**config.mk**
```make
export PLATFORM = sky130hd
export DESIGN_NAME = id_stage
export DESIGN_NICKNAME = d
export VERILOG_FILES = /design/src/id_uop_pkg.sv /design/src/rv_isa_pkg.sv /design/src/id_bypass.sv /design/src/id_ctrl.sv /design/src/id_imm_gen.sv /design/src/id_inst_dec.sv /design/src/id_stage.sv
export VERILOG_INCLUDE_DIRS = /design/src
export SDC_FILE = /design/constraint.sdc
export NUM_CORES = 1
export LEC_CHECK = 0
export ABC_AREA = 1
export BUFFER_PORTS_ARGS = -buffer_cell sky130_fd_sc_hd__clkbuf_2
export CAP_MARGIN = 10
export CORE_AREA = 2 2 256 258
export CTS_CLUSTER_DIAMETER = 200
export DETAILED_ROUTE_END_ITERATION = 8
export DIE_AREA = 0 0 258 260
export MAX_ROUTING_LAYER = met4
export PLACE_DENSITY = 0.5
export SLEW_MARGIN = 0
export SYNTH_ARGS = -nofsm -noshare
export SYNTH_HDL_FRONTEND = slang
export SYNTH_SLANG_ARGS = --single-unit
```
**constraint.sdc**
```tcl
create_clock -name clk_i -period 6.42 [get_ports clk_i]
set_input_delay 0.963 -clock clk_i [delete_from_list [all_inputs] [get_ports clk_i]]
set_output_delay 0.963 -clock clk_i [all_outputs]
set_load 0.01 [all_outputs]
```
**src/rv_macros.svh**
```systemverilog
`ifndef RV_MACROS_SVH
`define RV_MACROS_SVH

// base ISA widths, fixed by RV64I

// data path width
`define RV_XLEN 64

// instruction word width
`define RV_INST_W 32

// register file index width
`define RV_REG_W 5

// immediate width after sign extension
`define RV_IMM_W 64

`endif

```
**src/id_uop_pkg.sv**
```systemverilog
package id_uop_pkg;

  // alu operation for execute
  typedef enum logic [4:0] {
    ALU_NONE,
    ALU_ADD,
    ALU_SUB,
    ALU_XOR,
    ALU_OR,
    ALU_AND,
    ALU_SLL,
    ALU_SRL,
    ALU_SRA,
    ALU_SLLW,
    ALU_SRLW,
    ALU_SRAW,
    ALU_SLT,
    ALU_SLTU,
    ALU_BEQ,
    ALU_BNE,
    ALU_BLT,
    ALU_BGE,
    ALU_BLTU,
    ALU_BGEU
  } alu_op_e;

  // memory access kind
  typedef enum logic [3:0] {
    MEM_NONE, MEM_LB, MEM_LBU, MEM_LH, MEM_LHU, MEM_LW,
    MEM_LWU, MEM_LD, MEM_SB, MEM_SH, MEM_SW, MEM_SD
  } mem_op_e;

  // execute class, one per major opcode
  typedef enum logic [3:0] {
    EXC_NONE, EXC_AUIPC, EXC_LUI, EXC_JAL, EXC_JALR, EXC_LOAD,
    EXC_STORE, EXC_BRANCH, EXC_OPIMM, EXC_OPIMM32, EXC_OP, EXC_OP32
  } exc_op_e;

  // next pc selection
  typedef enum logic [1:0] {
    PC_INC4, PC_BRANCH, PC_JAL, PC_JALR
  } pc_op_e;

  // immediate layout in the instruction word
  typedef enum logic [2:0] {
    IMM_NONE, IMM_I, IMM_S, IMM_B, IMM_U, IMM_J
  } imm_fmt_e;

endpackage

```
**src/rv_isa_pkg.sv**
```systemverilog
`include "rv_macros.svh"

package rv_isa_pkg;

  // major opcodes kept by this decoder
  typedef enum logic [6:0] {
    OPC_LOAD      = 7'b0000011,
    OPC_STORE     = 7'b0100011,
    OPC_BRANCH    = 7'b1100011,
    OPC_JALR      = 7'b1100111,
    OPC_JAL       = 7'b1101111,
    OPC_OP_IMM    = 7'b0010011,
    OPC_OP        = 7'b0110011,
    OPC_AUIPC     = 7'b0010111,
    OPC_LUI       = 7'b0110111,
    OPC_OP_IMM_32 = 7'b0011011,
    OPC_OP_32     = 7'b0111011
  } opcode_e;

  // one data word
  typedef logic [`RV_XLEN-1:0] xlen_t;

  // gpr index
  typedef logic [`RV_REG_W-1:0] reg_idx_t;

  // raw instruction from fetch
  typedef logic [`RV_INST_W-1:0] inst_t;

endpackage

```
**src/id_bypass.sv**
```systemverilog
`timescale 1ns/1ns

module id_bypass
  import rv_isa_pkg::*;
(
  input  reg_idx_t rs1_idx_i,
  input  reg_idx_t rs2_idx_i,
  input  xlen_t    rs1_rdata_i,
  input  xlen_t    rs2_rdata_i,
  input  reg_idx_t ex_rd_idx_i,
  input  xlen_t    ex_rd_data_i,
  input  reg_idx_t mem_rd_idx_i,
  input  xlen_t    mem_rd_data_i,
  output xlen_t    rs1_data_o,
  output xlen_t    rs2_data_o,
  output logic     ex_hit_o
);

  logic rs1_ex_hit;
  logic rs2_ex_hit;
  logic rs1_mem_hit;
  logic rs2_mem_hit;

  // x0 is hardwired, never forward into it
  function automatic logic idx_match(input reg_idx_t src, input reg_idx_t dst);
    return (src != '0) && (src == dst);
  endfunction

  assign rs1_ex_hit  = idx_match(rs1_idx_i, ex_rd_idx_i);
  assign rs2_ex_hit  = idx_match(rs2_idx_i, ex_rd_idx_i);
  assign rs1_mem_hit = idx_match(rs1_idx_i, mem_rd_idx_i);
  assign rs2_mem_hit = idx_match(rs2_idx_i, mem_rd_idx_i);

  // priority ex > mem > register file
  assign rs1_data_o = rs1_ex_hit  ? ex_rd_data_i  :
                      rs1_mem_hit ? mem_rd_data_i :
                      rs1_rdata_i;
  assign rs2_data_o = rs2_ex_hit  ? ex_rd_data_i  :
                      rs2_mem_hit ? mem_rd_data_i :
                      rs2_rdata_i;

  // used for load-use detection
  assign ex_hit_o = rs1_ex_hit | rs2_ex_hit;

endmodule

```
**src/id_ctrl.sv**
```systemverilog
`timescale 1ns/1ns

module id_ctrl
  import rv_isa_pkg::*;
  import id_uop_pkg::*;
(
  input  logic     clk_i,
  input  logic     rst_n_i,
  input  logic     in_valid_i,
  output logic     in_ready_o,
  input  logic     out_ready_i,
  output logic     out_valid_o,
  input  exc_op_e  ex_exc_op_i,
  input  logic     ex_hit_i,
  input  xlen_t    in_pc_i,
  input  reg_idx_t rs1_idx_i,
  input  reg_idx_t rs2_idx_i,
  input  reg_idx_t rd_idx_i,
  input  xlen_t    rs1_data_i,
  input  xlen_t    rs2_data_i,
  input  xlen_t    imm_i,
  input  alu_op_e  alu_op_i,
  input  mem_op_e  mem_op_i,
  input  exc_op_e  exc_op_i,
  input  pc_op_e   pc_op_i,
  output xlen_t    out_pc_o,
  output reg_idx_t out_rs1_idx_o,
  output reg_idx_t out_rs2_idx_o,
  output reg_idx_t out_rd_idx_o,
  output xlen_t    out_rs1_data_o,
  output xlen_t    out_rs2_data_o,
  output xlen_t    out_imm_o,
  output alu_op_e  out_alu_op_o,
  output mem_op_e  out_mem_op_o,
  output exc_op_e  out_exc_op_o,
  output pc_op_e   out_pc_op_o
);

  logic load_use;
  logic accept;

  // load data is not ready yet for a dependent instruction
  assign load_use = (ex_exc_op_i == EXC_LOAD) && ex_hit_i;

  assign in_ready_o = (!out_valid_o || out_ready_i) && !load_use;
  assign accept     = in_valid_i && in_ready_o;

  always_ff @(posedge clk_i or negedge rst_n_i) begin
    if (!rst_n_i) begin
      out_valid_o <= 1'b0;
    end else if (accept) begin
      out_valid_o <= 1'b1;
    end else if (out_ready_i) begin
      out_valid_o <= 1'b0;
    end
  end

  // payload only moves on acceptance, so it holds under back-pressure
  always_ff @(posedge clk_i) begin
    if (accept) begin
      out_pc_o       <= in_pc_i;
      out_rs1_idx_o  <= rs1_idx_i;
      out_rs2_idx_o  <= rs2_idx_i;
      out_rd_idx_o   <= rd_idx_i;
      out_rs1_data_o <= rs1_data_i;
      out_rs2_data_o <= rs2_data_i;
      out_imm_o      <= imm_i;
      out_alu_op_o   <= alu_op_i;
      out_mem_op_o   <= mem_op_i;
      out_exc_op_o   <= exc_op_i;
      out_pc_op_o    <= pc_op_i;
    end
  end

endmodule

```
**src/id_imm_gen.sv**
```systemverilog
`timescale 1ns/1ns
`include "rv_macros.svh"

module id_imm_gen
  import rv_isa_pkg::*;
  import id_uop_pkg::*;
(
  input  inst_t    inst_i,
  input  imm_fmt_e fmt_i,
  output xlen_t    imm_o
);

  logic sgn;

  // all formats keep the sign in bit 31
  assign sgn = inst_i[31];

  always_comb begin
    case (fmt_i)
      IMM_I: begin
        imm_o = {{(`RV_IMM_W-11){sgn}}, inst_i[30:20]};
      end
      IMM_S: begin
        imm_o = {{(`RV_IMM_W-11){sgn}}, inst_i[30:25], inst_i[11:7]};
      end
      // branch offset, halfword aligned
      IMM_B: begin
        imm_o = {{(`RV_IMM_W-12){sgn}}, inst_i[7], inst_i[30:25], inst_i[11:8], 1'b0};
      end
      // upper 20 bits, low 12 cleared
      IMM_U: begin
        imm_o = {{(`RV_IMM_W-31){sgn}}, inst_i[30:12], 12'b0};
      end
      IMM_J: begin
        imm_o = {{(`RV_IMM_W-20){sgn}}, inst_i[19:12], inst_i[20], inst_i[30:21], 1'b0};
      end
      default: begin
        imm_o = '0;
      end
    endcase
  end

endmodule

```
**src/id_inst_dec.sv**
```systemverilog
`timescale 1ns/1ns

module id_inst_dec
  import rv_isa_pkg::*;
  import id_uop_pkg::*;
(
  input  inst_t    inst_i,
  output reg_idx_t rs1_idx_o,
  output reg_idx_t rs2_idx_o,
  output reg_idx_t rd_idx_o,
  output alu_op_e  alu_op_o,
  output mem_op_e  mem_op_o,
  output exc_op_e  exc_op_o,
  output pc_op_e   pc_op_o,
  output imm_fmt_e imm_fmt_o
);

  opcode_e    opc;
  logic [2:0] funct3;
  logic [6:0] funct7;
  logic       use_rs1;
  logic       use_rs2;
  logic       use_rd;

  assign opc    = opcode_e'(inst_i[6:0]);
  assign funct3 = inst_i[14:12];
  assign funct7 = inst_i[31:25];

  always_comb begin
    alu_op_o  = ALU_NONE;
    mem_op_o  = MEM_NONE;
    exc_op_o  = EXC_NONE;
    pc_op_o   = PC_INC4;
    imm_fmt_o = IMM_NONE;
    use_rs1   = 1'b0;
    use_rs2   = 1'b0;
    use_rd    = 1'b0;
    case (opc)
      OPC_LUI, OPC_AUIPC: begin
        alu_op_o  = ALU_ADD;
        exc_op_o  = (opc == OPC_LUI) ? EXC_LUI : EXC_AUIPC;
        imm_fmt_o = IMM_U;
        use_rd    = 1'b1;
      end
      OPC_JAL: begin
        alu_op_o  = ALU_ADD;
        exc_op_o  = EXC_JAL;
        pc_op_o   = PC_JAL;
        imm_fmt_o = IMM_J;
        use_rd    = 1'b1;
      end
      OPC_JALR: begin
        if (funct3 == 3'b000) begin
          alu_op_o = ALU_ADD;
        end
        exc_op_o  = EXC_JALR;
        pc_op_o   = PC_JALR;
        imm_fmt_o = IMM_I;
        use_rs1   = 1'b1;
        use_rd    = 1'b1;
      end
      OPC_BRANCH: begin
        case (funct3)
          3'b000:  alu_op_o = ALU_BEQ;
          3'b001:  alu_op_o = ALU_BNE;
          3'b100:  alu_op_o = ALU_BLT;
          3'b101:  alu_op_o = ALU_BGE;
          3'b110:  alu_op_o = ALU_BLTU;
          3'b111:  alu_op_o = ALU_BGEU;
          default: alu_op_o = ALU_NONE;
        endcase
        exc_op_o  = EXC_BRANCH;
        pc_op_o   = PC_BRANCH;
        imm_fmt_o = IMM_B;
        use_rs1   = 1'b1;
        use_rs2   = 1'b1;
      end
      OPC_LOAD: begin
        case (funct3)
          3'b000:  mem_op_o = MEM_LB;
          3'b001:  mem_op_o = MEM_LH;
          3'b010:  mem_op_o = MEM_LW;
          3'b011:  mem_op_o = MEM_LD;
          3'b100:  mem_op_o = MEM_LBU;
          3'b101:  mem_op_o = MEM_LHU;
          3'b110:  mem_op_o = MEM_LWU;
          default: mem_op_o = MEM_NONE;
        endcase
        // address add only for a valid width
        alu_op_o  = (mem_op_o != MEM_NONE) ? ALU_ADD : ALU_NONE;
        exc_op_o  = EXC_LOAD;
        imm_fmt_o = IMM_I;
        use_rs1   = 1'b1;
        use_rd    = 1'b1;
      end
      OPC_STORE: begin
        case (funct3)
          3'b000:  mem_op_o = MEM_SB;
          3'b001:  mem_op_o = MEM_SH;
          3'b010:  mem_op_o = MEM_SW;
          3'b011:  mem_op_o = MEM_SD;
          default: mem_op_o = MEM_NONE;
        endcase
        alu_op_o  = (mem_op_o != MEM_NONE) ? ALU_ADD : ALU_NONE;
        exc_op_o  = EXC_STORE;
        imm_fmt_o = IMM_S;
        use_rs1   = 1'b1;
        use_rs2   = 1'b1;
      end
      OPC_OP_IMM: begin
        case (funct3)
          3'b000: alu_op_o = ALU_ADD;
          3'b010: alu_op_o = ALU_SLT;
          3'b011: alu_op_o = ALU_SLTU;
          3'b100: alu_op_o = ALU_XOR;
          3'b110: alu_op_o = ALU_OR;
          3'b111: alu_op_o = ALU_AND;
          // funct7[0] is shamt bit 5 in rv64
          3'b001: alu_op_o = (funct7[6:1] == 6'b000000) ? ALU_SLL : ALU_NONE;
          default: begin
            if (funct7[6:1] == 6'b000000) begin
              alu_op_o = ALU_SRL;
            end else if (funct7[6:1] == 6'b010000) begin
              alu_op_o = ALU_SRA;
            end
          end
        endcase
        exc_op_o  = EXC_OPIMM;
        imm_fmt_o = IMM_I;
        use_rs1   = 1'b1;
        use_rd    = 1'b1;
      end
      OPC_OP_IMM_32: begin
        casez ({funct7, funct3})
          10'b???????_000: alu_op_o = ALU_ADD;
          10'b0000000_001: alu_op_o = ALU_SLLW;
          10'b0000000_101: alu_op_o = ALU_SRLW;
          10'b0100000_101: alu_op_o = ALU_SRAW;
          default:         alu_op_o = ALU_NONE;
        endcase
        exc_op_o  = EXC_OPIMM32;
        imm_fmt_o = IMM_I;
        use_rs1   = 1'b1;
        use_rd    = 1'b1;
      end
      OPC_OP, OPC_OP_32: begin
        case ({opc == OPC_OP_32, funct7, funct3})
          11'b0_0000000_000, 11'b1_0000000_000: alu_op_o = ALU_ADD;
          11'b0_0100000_000, 11'b1_0100000_000: alu_op_o = ALU_SUB;
          11'b0_0000000_001: alu_op_o = ALU_SLL;
          11'b0_0000000_010: alu_op_o = ALU_SLT;
          11'b0_0000000_011: alu_op_o = ALU_SLTU;
          11'b0_0000000_100: alu_op_o = ALU_XOR;
          11'b0_0000000_101: alu_op_o = ALU_SRL;
          11'b0_0100000_101: alu_op_o = ALU_SRA;
          11'b0_0000000_110: alu_op_o = ALU_OR;
          11'b0_0000000_111: alu_op_o = ALU_AND;
          11'b1_0000000_001: alu_op_o = ALU_SLLW;
          11'b1_0000000_101: alu_op_o = ALU_SRLW;
          11'b1_0100000_101: alu_op_o = ALU_SRAW;
          default:           alu_op_o = ALU_NONE;
        endcase
        exc_op_o = (opc == OPC_OP_32) ? EXC_OP32 : EXC_OP;
        use_rs1  = 1'b1;
        use_rs2  = 1'b1;
        use_rd   = 1'b1;
      end
      default: begin
        alu_op_o = ALU_NONE;
      end
    endcase
    // no alu op marks an illegal encoding
    if (alu_op_o == ALU_NONE) begin
      mem_op_o  = MEM_NONE;
      exc_op_o  = EXC_NONE;
      pc_op_o   = PC_INC4;
      imm_fmt_o = IMM_NONE;
      use_rs1   = 1'b0;
      use_rs2   = 1'b0;
      use_rd    = 1'b0;
    end
  end

  assign rs1_idx_o = use_rs1 ? inst_i[19:15] : '0;
  assign rs2_idx_o = use_rs2 ? inst_i[24:20] : '0;
  assign rd_idx_o  = use_rd ? inst_i[11:7] : '0;

endmodule

```
**src/id_stage.sv**
```systemverilog
`timescale 1ns/1ns

module id_stage
  import rv_isa_pkg::*;
  import id_uop_pkg::*;
(
  input  logic     clk_i,
  input  logic     rst_n_i,
  // fetch side
  input  logic     in_valid_i,
  output logic     in_ready_o,
  input  xlen_t    in_pc_i,
  input  inst_t    in_inst_i,
  // register file and forwarding sources
  input  xlen_t    rs1_rdata_i,
  input  xlen_t    rs2_rdata_i,
  input  reg_idx_t ex_rd_idx_i,
  input  xlen_t    ex_rd_data_i,
  input  exc_op_e  ex_exc_op_i,
  input  reg_idx_t mem_rd_idx_i,
  input  xlen_t    mem_rd_data_i,
  // execute side
  output logic     out_valid_o,
  input  logic     out_ready_i,
  output xlen_t    out_pc_o,
  output reg_idx_t out_rs1_idx_o,
  output reg_idx_t out_rs2_idx_o,
  output reg_idx_t out_rd_idx_o,
  output xlen_t    out_rs1_data_o,
  output xlen_t    out_rs2_data_o,
  output xlen_t    out_imm_o,
  output alu_op_e  out_alu_op_o,
  output mem_op_e  out_mem_op_o,
  output exc_op_e  out_exc_op_o,
  output pc_op_e   out_pc_op_o,
  // same-cycle register file read address
  output reg_idx_t comb_rs1_idx_o,
  output reg_idx_t comb_rs2_idx_o
);

  reg_idx_t dec_rd_idx;
  alu_op_e  dec_alu_op;
  mem_op_e  dec_mem_op;
  exc_op_e  dec_exc_op;
  pc_op_e   dec_pc_op;
  imm_fmt_e dec_imm_fmt;
  xlen_t    imm;
  xlen_t    rs1_data;
  xlen_t    rs2_data;
  logic     ex_hit;

  id_inst_dec u_inst_dec (
    .inst_i    (in_inst_i),
    .rs1_idx_o (comb_rs1_idx_o),
    .rs2_idx_o (comb_rs2_idx_o),
    .rd_idx_o  (dec_rd_idx),
    .alu_op_o  (dec_alu_op),
    .mem_op_o  (dec_mem_op),
    .exc_op_o  (dec_exc_op),
    .pc_op_o   (dec_pc_op),
    .imm_fmt_o (dec_imm_fmt)
  );

  id_imm_gen u_imm_gen (
    .inst_i (in_inst_i),
    .fmt_i  (dec_imm_fmt),
    .imm_o  (imm)
  );

  id_bypass u_bypass (
    .rs1_idx_i     (comb_rs1_idx_o),
    .rs2_idx_i     (comb_rs2_idx_o),
    .rs1_rdata_i   (rs1_rdata_i),
    .rs2_rdata_i   (rs2_rdata_i),
    .ex_rd_idx_i   (ex_rd_idx_i),
    .ex_rd_data_i  (ex_rd_data_i),
    .mem_rd_idx_i  (mem_rd_idx_i),
    .mem_rd_data_i (mem_rd_data_i),
    .rs1_data_o    (rs1_data),
    .rs2_data_o    (rs2_data),
    .ex_hit_o      (ex_hit)
  );

  id_ctrl u_ctrl (
    .clk_i          (clk_i),
    .rst_n_i        (rst_n_i),
    .in_valid_i     (in_valid_i),
    .in_ready_o     (in_ready_o),
    .out_ready_i    (out_ready_i),
    .out_valid_o    (out_valid_o),
    .ex_exc_op_i    (ex_exc_op_i),
    .ex_hit_i       (ex_hit),
    .in_pc_i        (in_pc_i),
    .rs1_idx_i      (comb_rs1_idx_o),
    .rs2_idx_i      (comb_rs2_idx_o),
    .rd_idx_i       (dec_rd_idx),
    .rs1_data_i     (rs1_data),
    .rs2_data_i     (rs2_data),
    .imm_i          (imm),
    .alu_op_i       (dec_alu_op),
    .mem_op_i       (dec_mem_op),
    .exc_op_i       (dec_exc_op),
    .pc_op_i        (dec_pc_op),
    .out_pc_o       (out_pc_o),
    .out_rs1_idx_o  (out_rs1_idx_o),
    .out_rs2_idx_o  (out_rs2_idx_o),
    .out_rd_idx_o   (out_rd_idx_o),
    .out_rs1_data_o (out_rs1_data_o),
    .out_rs2_data_o (out_rs2_data_o),
    .out_imm_o      (out_imm_o),
    .out_alu_op_o   (out_alu_op_o),
    .out_mem_op_o   (out_mem_op_o),
    .out_exc_op_o   (out_exc_op_o),
    .out_pc_op_o    (out_pc_op_o)
  );

endmodule

```
==> flow_summary.toml, run 1 <==
[status]
outcome = "completed"

[floorplan]
die_x_um = 258
io_pins = 668
rows = 93
die_h_um = 260
core_area_mm2 = 0.0641
start_util_pct = 22.3
die_area_mm2 = 0.0671

[logic_synthesis]
syn_area_mm2 = 0.0143
synth.distinct_cells = 37
ys_ff_latch = 255
syn_inst = 1603
synthFlopType = "edfxtp_1"
synth-edff-count = 254
yosysSeqAreaShare_pct = 53.6
synth-warning-count = 0
synth_nets = 1976
async_flop_share_pct = 0.392
avgSynthCellArea_um2 = 8.90

[pwr]
p_per_area_mw_per_mm2 = 230
swShare_pct = 26.6
power.internal_uw = 3260
power.leakage_uw = 0.00960
p_total_uw = 4430
share_comb_of_total_power_pct = 13.0
clkPwrFrac_pct = 42.3
switchingPower_uw = 1180
peakVddDrop_mv = 0.132
seqPwrFrac_pct = 44.8

[placed_design]
preCtsSetupSlack_ns = 1.50
hpwlAfterDp_um = 46900
place_congestion = 0.898
portBuffers = 667

[worst_setup_path]
start_kind = "input pin"
crit_type = "input pin to output pin"
slowest_delay_ns = 0.25
slowest_stage = "clkbuf_2"
cpMostUsedCell = "nand2_1"
worstPathCellList = "clkbuf_2 > ha_4 > inv_2 > nand2_2 > nor2_2 > nand2_1 > nand3_1 > nand2_1 > inv_2 > nand2_1 > nor2_1 > nand2_1 > nor2_2 > nand2_4 > nand3_1 > nand2_1 > nand2_1 > nor2_1 > nand3_1 > nand2_1 > nand2_1 > nand2_1 > inv_1 > clkbuf_2"
cp-end-kind = "output pin"
worstPathMaxFanout = 27
crit_required_ns = 5.46
crit_arrival_ns = 3.61

[finish]
fillers = 6888
layout.nets = 2581
synthToLayoutAreaGrowth_pct = 35.0
drive_gt1_share_pct = 37.9
postLayoutCoreUtil_pct = 30.0

[clock_tree]
cts_buffers = 34
clkLatencyLatePin_ns = 0.54
cts_tree = "built"
cts_root_buf = "clkbuf_16"
post_cts_buffers = 0
cts_sinks = 255
cts-resized-gates = 0
cts_htree_levels = 2
cts_max_path_buffers = 3
hold_buffers = 0
clk_pin_slew_ns = 0.06

[drt]
avgRoutedWirePerCell_um = 20.7
ant_nets = 0
first_pass_iters = 5
wirelength_um = 63900
avgViaCountPerCell = 4.56
num_vias = 14100
drc = 0
first_iter_violations = 1244

[sta]
tightest_slew_ns = 1.26
period_needed_ns = 4.58
fin_skew_ns = 0.0235
rsz0062_at_grt = "false"
fin_crit_sh_pct = 71.3
slew_headroom_pct = 15.8
drv_slew = 0
setup_viol = 0
hold_viol = 0
timing.fmax_ghz = 0.219
setup_ws_ns = 1.84

[job]
cap_violations = 0

[global_route]
grt_overflow_total = 0
globalRouteTotalUtil_pct = 18.7
antenna_found_initial = 3
grt_max_degree = 113
grt_first_pass_wirelength_um = 92000
grt_pass1_vias = 14200

[worst_hold_path]
min_path_type = "input pin to asynchronous set/reset pin"
-- cells by family (layout without fill, tap and decap cells) --
| group | Yosys count | in the layout | synth area share (%) |
|---|---|---|---|
| XOR/XNOR | 8 | 8 | 0.491 |
| adder cells (fa/ha/maj) | 3 | 3 | 0.263 |
| AO/OA/AOI/OAI | 42 | 42 | 1.79 |
| AND/OR/NAND/NOR | 911 | 911 | 30.8 |
| buffers and inverters | 384 | 1012 | 13.0 |
| other | 0 | 3 | 0 |
| flip-flops | 255 | 255 | 53.6 |
-- area by class of cell --
cell class                      instances  area [um2]  area share, %
Multi-Input combinational cell        964        4880           25.3
Antenna cell                            3        7.51         0.0390
Tap cell                              855        1070           5.55
Timing Repair Buffer                  688        3580           18.6
Clock inverter                         20         185          0.961
Sequential cell                       255        7650           39.7
Clock buffer                           39         870           4.51
Inverter                              265        1020           5.27
-- metal layers --
layer | vias to the layer above | GRT usage [%] | routed length (um)
met2 | 734 | 31.0 | 31300
met5 | - | - | 0
met4 | 0 | 5.67 | 1470
li1 | 6480 | - | -
met1 | 6781 | 23.1 | 26200
met3 | 93 | 3.44 | 4890
-- power by group through the flow --
stage                     clock network (uW)  registers, uW  logic (uW)
after detailed placement                   0           2020         579
after floorplan                            0           2080         208
after global placement                     0           2020         580
final                                   1870           1990         575
after CTS                               1930           1990         582
after global routing                    1990           1990         625
-- cell usage after synthesis, types with 3 or more instances --
cell,n,area (um2)
nand3_1,372,1860
nand2_1,362,1360
edfxtp_1,254,7630
inv_1,253,950
nor2_1,68,255
nand3_2,56,561
buf_4,52,390
buf_2,49,245
nor2_2,17,106
o21ai_0,16,80.1
nand4_1,13,81.3
inv_2,12,45.0
buf_6,8,90.1
nand2_2,8,50.1
o22ai_1,8,50.1
xor2_1,6,52.6
a21oi_1,5,25.0
buf_12,5,100
nor3_1,5,25.0
nor2_4,4,45.0
o211ai_1,4,30.0
clkbuf_1,3,11.3
ha_1,3,37.5
-- stage by stage --
stage / TNS, ns / instances / area, um2 / hold WS [ns]
2_1_floorplan: -107.30 / 1603 / 14400 / 0.645
3_3_place_gp: 0 / 3027 / 18200 / 0.604
3_5_place_dp: 0 / 3027 / 18200 / 0.629
4_1_cts: 0 / 3086 / 19300 / 0.138
5_1_grt: 0 / 3088 / 19300 / 0.148
6_report: 0 / 3089 / 19300 / 0.182
-- final timing paths --
check | cells past startpoint | end | slack [ns] | start
max in group asynchronous | 1 | u_ctrl.out_valid_o | 6.15 | rst_n_i
min reg2reg | 4 | u_ctrl.out_valid_o | 0.63 | u_ctrl.out_valid_o
min in group clk_i | 1 | u_ctrl.out_pc_o[40] | 0.60 | in_pc_i[40]
min | 1 | u_ctrl.out_valid_o | 0.18 | rst_n_i
max | 24 | in_ready_o | 1.84 | in_inst_i[14]
max reg2reg | 7 | u_ctrl.out_rs2_data_o[10] | 4.38 | u_ctrl.out_valid_o
-- worst max-delay path: cells and delay by family --
family / cells / cell delay (ns)
buffers and inverters: 5 / 0.50
and+or+nand+nor: 18 / 1.89
adders and majority gates: 1 / 0.24
-- flip-flops by register name (all words and copies together) (netlist names), 4 cells and up --
signal                 cells
u_ctrl.out_imm_o          32
u_ctrl.out_mem_op_o        4
u_ctrl.out_rs2_idx_o       5
u_ctrl.out_alu_op_o        5
u_ctrl.out_rs1_idx_o       5
u_ctrl.out_rs1_data_o     64
u_ctrl.out_rd_idx_o        5
u_ctrl.out_rs2_data_o     64
u_ctrl.out_pc_o           64
u_ctrl.out_exc_op_o        4
-- cells in the final DEF (no fill, tap or decap), drive strengths merged, types with 2 or more instances in the layout --
cell type    n
xnor2        2
bufinv       3
nand4       13
nand3b       2
o21ai       18
buf         21
inv        267
o22ai        8
nand3      428
a21oi        5
edfxtp     254
xor2         6
ha           3
o311ai       2
clkinv      14
nor2        89
o211ai       4
diode        3
clkbuf     706
nand2      372
nor3         5
Power figures use the tool's default switching activity.
==> inputs of run 2 (changes only) <==
--- a/config.mk
+++ b/config.mk
@@ -6,15 +6,15 @@
 export SDC_FILE = /design/constraint.sdc
 export NUM_CORES = 1
 export LEC_CHECK = 0
-export ABC_AREA = 1
+export ABC_AREA = 0
 export BUFFER_PORTS_ARGS = -buffer_cell sky130_fd_sc_hd__clkbuf_2
 export CAP_MARGIN = 10
-export CORE_AREA = 2 2 256 258
+export CORE_AREA = 2 2 258 260
 export CTS_CLUSTER_DIAMETER = 200
 export DETAILED_ROUTE_END_ITERATION = 8
-export DIE_AREA = 0 0 258 260
+export DIE_AREA = 0 0 260 262
 export MAX_ROUTING_LAYER = met4
-export PLACE_DENSITY = 0.5
+export PLACE_DENSITY = 0.45
 export SLEW_MARGIN = 0
 export SYNTH_ARGS = -nofsm -noshare
 export SYNTH_HDL_FRONTEND = slang
==> constraint.sdc (replaced) <==
create_clock -name clk_i -period 3.8 [get_ports clk_i]
set_input_delay 0.57 -clock clk_i [delete_from_list [all_inputs] [get_ports clk_i]]
set_output_delay 0.57 -clock clk_i [all_outputs]
set_load 0.01 [all_outputs]
==> run 2 against run 1 <==
Net effect:
- clock-buffer cell count rose by 3
- combinational power rose by 51%
- non-clock buffer count rose by 50
- synthesized area fell by 15%
- largest power group unchanged
- flip-flop and latch count did not move
- cell count fell by 16%
- setup slack got worse by 1.6 ns
- critical path type unchanged
- register-to-register slack got worse by 2.4 ns
- synthesized cell count fell by 36%
- worst hold slack improved by 0.038 ns
==> flow_summary.toml, run 2 <==
[floorplan]
rows = 94
die_h_um = 262
die_x_um = 260
io_pins = 668
start_util_pct = 18.6
die_area_mm2 = 0.0681
core_area_mm2 = 0.0653

[sta]
fin_crit_sh_pct = 92.4
rsz0062_at_grt = "false"
tightest_slew_ns = 0.867
hold_viol = 0
slew_headroom_pct = 42.2
drv_slew = 0
timing.fmax_ghz = 0.285
fin_skew_ns = 0.0257
fin_tns_setup_ns = 0
setup_viol = 0
period_needed_ns = 3.51

[pwr]
share_comb_of_total_power_pct = 11.8
power.internal_uw = 5520
peakVddDrop_mv = 0.210
p_per_area_mw_per_mm2 = 411
swShare_pct = 24.6
switchingPower_uw = 1800
clkPwrFrac_pct = 42.8
power.leakage_uw = 0.00817
seqPwrFrac_pct = 45.3

[worst_setup_path]
start_kind = "input pin"
slowest_delay_ns = 0.44
crit_arrival_ns = 2.94
crit_required_ns = 3.23
slowest_stage = "nor4bb_4"
cp_top_family = "simple AND/OR/NAND/NOR gates"
worstPathMaxFanout = 16
cpMostUsedCell = "clkbuf_2"
crit_start = "in_inst_i[12]"
worstPathCellList = "clkbuf_2 > buf_4 > nor3_1 > a2111oi_0 > a211o_1 > nor4bb_4 > nand2_4 > and3_1 > buf_12 > clkbuf_2"
r2r-start = "u_ctrl.out_valid_o"
crit_buf_inv = 4
cp-end-kind = "output pin"
crit_type = "input pin to output pin"

[logic_synthesis]
yosysSeqAreaShare_pct = 63.1
synth.distinct_cells = 61
avgSynthCellArea_um2 = 11.9
yosysMostFrequentCell = "edfxtp_1"
synthDominantCellAreaShare_pct = 62.9
synth-warning-count = 0
synth_nets = 1392
async_flop_share_pct = 0.392
syn_area_mm2 = 0.0121
ys_ff_latch = 255
synthFlopType = "edfxtp_1"
yosys-top-cells-count = "254 x edfxtp_1, 151 x nor2_1, 145 x a21oi_1"
yosysTopAreaCell = "edfxtp_1"
synth-edff-count = 254
syn_inst = 1019
synth.area.top_cells = "edfxtp_1 63%, a21oi_1 6.0%, mux2i_1 5.4%"

[finish]
final_cell_mix = "667 x clkbuf_2, 254 x edfxtp_1, 151 x nor2_1, 145 x a21oi_1, 68 x o22ai_1"
fin_area_mm2 = 0.0178
final_cells = 2582
reg_top3 = "u_ctrl.out_pc_o: 64 flops, u_ctrl.out_rs1_data_o: 64 flops, u_ctrl.out_rs2_data_o: 64 flops"
synthToLayoutAreaGrowth_pct = 46.9
final_common_cell = "clkbuf_2"
layout.nets = 2065
drive_gt1_share_pct = 47.0
postLayoutCoreUtil_pct = 27.3

[drt]
avgRoutedWirePerCell_um = 20.8
avgViaCountPerCell = 4.30
first_iter_violations = 681
num_vias = 11100
drc = 0
wirelength_um = 53700
first_pass_iters = 5
ant_nets = 0

[placed_design]
dpl_cell_area_mm2 = 0.0167
dp.cells = 2518
hpwlAfterDp_um = 42500
place_congestion = 0.908
portBuffers = 667

[clock_tree]
cts_buffers = 34
cts_tree = "built"
clkLatencyLatePin_ns = 0.54
clk_pin_slew_ns = 0.06
cts_max_path_buffers = 3
cts_htree_levels = 2
cts-resized-gates = 0
cts_sinks = 255
cts_root_buf = "clkbuf_16"

[global_route]
grt_overflow_total = 0
antenna_found_initial = 8
grt_first_pass_wirelength_um = 73000
globalRouteTotalUtil_pct = 15.0
grt_pass1_vias = 10800
grt_max_degree = 62

[worst_hold_path]
hold_start = "in_pc_i[52]"
min_path_type = "input pin to register"

[status]
outcome = "completed"

[job]
cap_violations = 0
==> run 2: cell count changes in the layout (fill, tap and decap cells not counted), sizes merged, moves of 24 or more <==
cell / delta
nand3: -415
nand2: -321
inv: -255
a21oi: +140
mux2i: +66
nor2: +62
o22ai: +60
buf: +49
and3: +24
==> run 2: final cells by class <==
type	count	area, um2
antenna	5	12.5
inverter	12	52.6
sequential	255	7650
clock inverter	15	125
tap	864	1080
multi-input combinational	651	3900
fill	6934	47500
timing repair buffer	738	4050
clock buffer	42	945
==> run 2: cells by family (layout without fill, tap and decap cells) <==
family	count (synthesis)	in the layout	share of synthesized area, %
AND/OR/NAND/NOR	299	299	11.8
AO/OA/AOI/OAI	264	264	12.6
flip-flops	255	255	63.1
buffers and inverters	113	807	5.42
multiplexers	66	66	5.45
XOR/XNOR	19	19	1.37
adder cells (fa/ha/maj)	3	3	0.310
other	0	5	0
==> run 2: power groups by stage <==
stage	clock network [uW]	registers, uW	logic (uW)
2_1_floorplan	0	3450	261
3_3_place_gp	0	3380	867
3_5_place_dp	0	3380	869
4_1_cts	3250	3320	873
5_1_grt	3340	3330	935
6_report	3140	3320	866
==> run 2: routing by layer <==
| layer | track usage [%] | routed length (um) | vias to the layer above |
|---|---|---|---|
| li1 | - | - | 5147 |
| met3 | 3.40 | 3820 | 59 |
| met4 | 3.78 | 988 | 0 |
| met2 | 24.3 | 26400 | 530 |
| met5 | - | 0 | - |
| met1 | 18.9 | 22500 | 5361 |
==> run 2: final timing paths <==
path,slack (ns),cells after the start,to
max,0.29,10,comb_rs1_idx_o[4]
min,0.22,1,u_ctrl.out_pc_o[52]
max reg2reg,1.97,5,u_ctrl.out_pc_o[7]
min reg2reg,0.84,2,u_ctrl.out_valid_o
max in group asynchronous,3.34,2,u_ctrl.out_valid_o
min in group asynchronous,0.37,2,u_ctrl.out_valid_o
==> run 2: per-stage QoR <==
step | setup WS [ns] | hold WS, ns | power (uW)
finish | 0.288 | 0.220 | 7320
detailed placement | -0.0144 | 0.354 | 4250
global route | 0.113 | 0.186 | 7610
CTS | 0.153 | 0.177 | 7440
floorplan | -0.706 | 0.274 | 3710
global placement | -0.0139 | 0.354 | 4250
==> run 2: what timing repair did <==
action,4_1_cts,5_1_grt
hold buffers,1,0
setup endpoints to repair,0,1
setup buffers,0,1
endpoints found under the hold margin,1,0
==> run 2: worst reg2reg max path, delay by kind of cell (launching register included) <==
| kind | cells | cell delay, ns |
|---|---|---|
| buffers and inverters | 2 | 0.49 |
| AND/OR/NAND/NOR | 2 | 0.45 |
| AO/OA/AOI/OAI | 1 | 0.17 |
| flip-flops | 1 | 0.41 |
==> inputs of run 3 (changes only) <==
--- a/config.mk
+++ b/config.mk
@@ -9,13 +9,15 @@
 export ABC_AREA = 0
 export BUFFER_PORTS_ARGS = -buffer_cell sky130_fd_sc_hd__clkbuf_2
 export CAP_MARGIN = 10
+export CELL_PAD_IN_SITES_DETAIL_PLACEMENT = 0
+export CELL_PAD_IN_SITES_GLOBAL_PLACEMENT = 1
 export CORE_AREA = 2 2 258 260
 export CTS_CLUSTER_DIAMETER = 200
 export DETAILED_ROUTE_END_ITERATION = 8
 export DIE_AREA = 0 0 260 262
 export MAX_ROUTING_LAYER = met4
-export PLACE_DENSITY = 0.45
-export SLEW_MARGIN = 0
+export PLACE_DENSITY = 0.56
+export SLEW_MARGIN = 5
 export SYNTH_ARGS = -nofsm -noshare
 export SYNTH_HDL_FRONTEND = slang
 export SYNTH_SLANG_ARGS = --single-unit
==> run 3 against run 2 <==
Net effect:
- clock power up 4%
- core utilization up 0.20 points
- die area unchanged
- first-iteration DRC count up 25%
- global-route usage up 0.22 points
- non-clock buffer count up 14
- worst hold slack worse by 0.012 ns
- fmax down 2.8%
- largest power group unchanged
- highest routed layer unchanged
==> flow_summary.toml, run 3 (synthesized netlist as in run 2, its figures left out) <==
[status]
outcome = "completed"

[floorplan]
core_area_mm2 = 0.0653
die_area_mm2 = 0.0681
die_h_um = 262
die_x_um = 260
io_pins = 668
start_util_pct = 18.6
rows = 94

[worst_setup_path]
crit_required_ns = 3.23
crit_type = "input pin to output pin"
crit_buf_inv = 6
slowest_delay_ns = 0.38
r2r-start = "u_ctrl.out_valid_o"
worstPathMaxFanout = 14
cp-end-kind = "output pin"
crit_arrival_ns = 3.04
r2r-end = "u_ctrl.out_rs2_data_o[63]"
cp_top_family = "buffers and inverters"
worstPathCellList = "clkbuf_2 > buf_4 > buf_4 > ha_1 > inv_1 > o311ai_1 > o2111ai_1 > nor4_4 > nand2_4 > buf_4 > and3_1 > clkbuf_2"
slowest_stage = "o311ai_1"
rrSetupSlack_ns = 2.00
rr_worst_depth = 4
start_kind = "input pin"
cpMostUsedCell = "buf_4"

[worst_hold_path]
hold_depth = 1
hold_start = "in_pc_i[48]"
hold-path-endpoint = "u_ctrl.out_pc_o[48]"
min_path_type = "input pin to register"

[drt]
met3_wirelength_um = 4550
wirelength_um = 54100
num_vias = 11100
top_layer_used = "met4"
avgRoutedWirePerCell_um = 20.8
wl_met1_um = 22100
wl_met2_um = 26100
avgViaCountPerCell = 4.28
first_pass_iters = 5
drc = 0
first_iter_violations = 853
ant_nets = 0

[finish]
drive_gt1_share_pct = 47.5
postLayoutCoreUtil_pct = 27.5
final_cells = 2596
multi_input_area_mm2 = 0.00390
final_cell_mix = "667 x clkbuf_2, 254 x edfxtp_1, 151 x nor2_1, 145 x a21oi_1, 72 x buf_4"
register_area_mm2 = 0.00765
reg_top3 = "u_ctrl.out_pc_o: 64 flops, u_ctrl.out_rs1_data_o: 64 flops, u_ctrl.out_rs2_data_o: 64 flops"
layout.nets = 2080
fillers = 7024
synthToLayoutAreaGrowth_pct = 48.0
final_common_cell = "clkbuf_2"

[sta]
setup_viol = 0
timing.fmax_ghz = 0.277
hold_viol = 0
fin_crit_sh_pct = 95.1
slew_headroom_pct = 42.5
fin_skew_ns = 0.00858
period_needed_ns = 3.61
tightest_slew_ns = 0.851
hold_ws_ns = 0.208
drv_slew = 0
rsz0062_at_grt = "false"

[clock_tree]
cts_tree = "built"
clk_pin_slew_ns = 0.06
cts-resized-gates = 0
cts_htree_levels = 2
cts_buffers = 35
cts_root_buf = "clkbuf_16"
clkLatencyLatePin_ns = 0.53
cts_sinks = 255
cts_max_path_buffers = 3

[global_route]
antenna_found_initial = 3
grt_pass1_vias = 10900
grt_first_pass_wirelength_um = 74300
grt_overflow_total = 0
globalRouteTotalUtil_pct = 15.2
grt_max_degree = 75

[pwr]
p_per_area_mw_per_mm2 = 416
swShare_pct = 24.5
power.internal_uw = 5640
clkPwrFrac_pct = 44.0
seqPwrFrac_pct = 44.4
power.leakage_uw = 0.00826
p_total_uw = 7460
peakVddDrop_mv = 0.261
share_comb_of_total_power_pct = 11.6
switchingPower_uw = 1830

[placed_design]
hpwlAfterDp_um = 42100
place_congestion = 0.888
portBuffers = 667
dp.cells = 2531

[job]
cap_violations = 0
[run 3: cell type report]
class                      count  share of cell area, %
inverter                      12                  0.293
clock inverter                18                   1.14
tap                          864                   6.02
clock buffer                  42                   5.14
sequential                   255                   42.6
timing repair buffer         752                   23.0
multi-input combinational    651                   21.7
antenna                        2                 0.0279
[run 3: repair_timing]
action | 4_1_cts | 5_1_grt
endpoints found under the hold margin | 1 | 0
endpoints found under the setup margin | 7 | 0
hold buffers | 1 | 0
buffers inserted | 2 | 0
[run 3: per-layer routing]
layer,global-route usage (%),up-vias
li1,-,5183
met1,18.9,5344
met2,24.3,529
met3,4.03,66
met4,4.55,0
met5,-,-
[run 3: stage by stage]
step	TNS (ns)	setup slack, ns	area [um2]
floorplan	-179.37	-0.706	12200
global route	0	0.0184	17900
global placement	-75.35	-0.322	16800
finish	0	0.187	18000
CTS	0	0.136	17900
detailed placement	-74.59	-0.347	16800
[run 3: worst max path at each step]
stage	from	endpoint	slack, ns	depth (start not counted)
after global routing	in_inst_i[12]	comb_rs2_idx_o[2]	0.02	12
after global placement	in_inst_i[12]	u_ctrl.out_rs1_data_o[17]	-0.32	12
after CTS	in_inst_i[12]	comb_rs2_idx_o[1]	0.14	12
final	in_inst_i[12]	comb_rs2_idx_o[1]	0.19	12
after floorplan	in_inst_i[12]	u_ctrl.out_alu_op_o[0]	-0.71	12
after detailed placement	in_inst_i[12]	u_ctrl.out_rs2_data_o[48]	-0.35	12
[run 3: power groups by stage]
| stage | registers, uW | logic, uW | clock network [uW] |
|---|---|---|---|
| global route | 3320 | 940 | 3510 |
| CTS | 3320 | 875 | 3420 |
| global placement | 3370 | 872 | 0 |
| floorplan | 3450 | 261 | 0 |
| detailed placement | 3370 | 871 | 0 |
| finish | 3310 | 867 | 3280 |
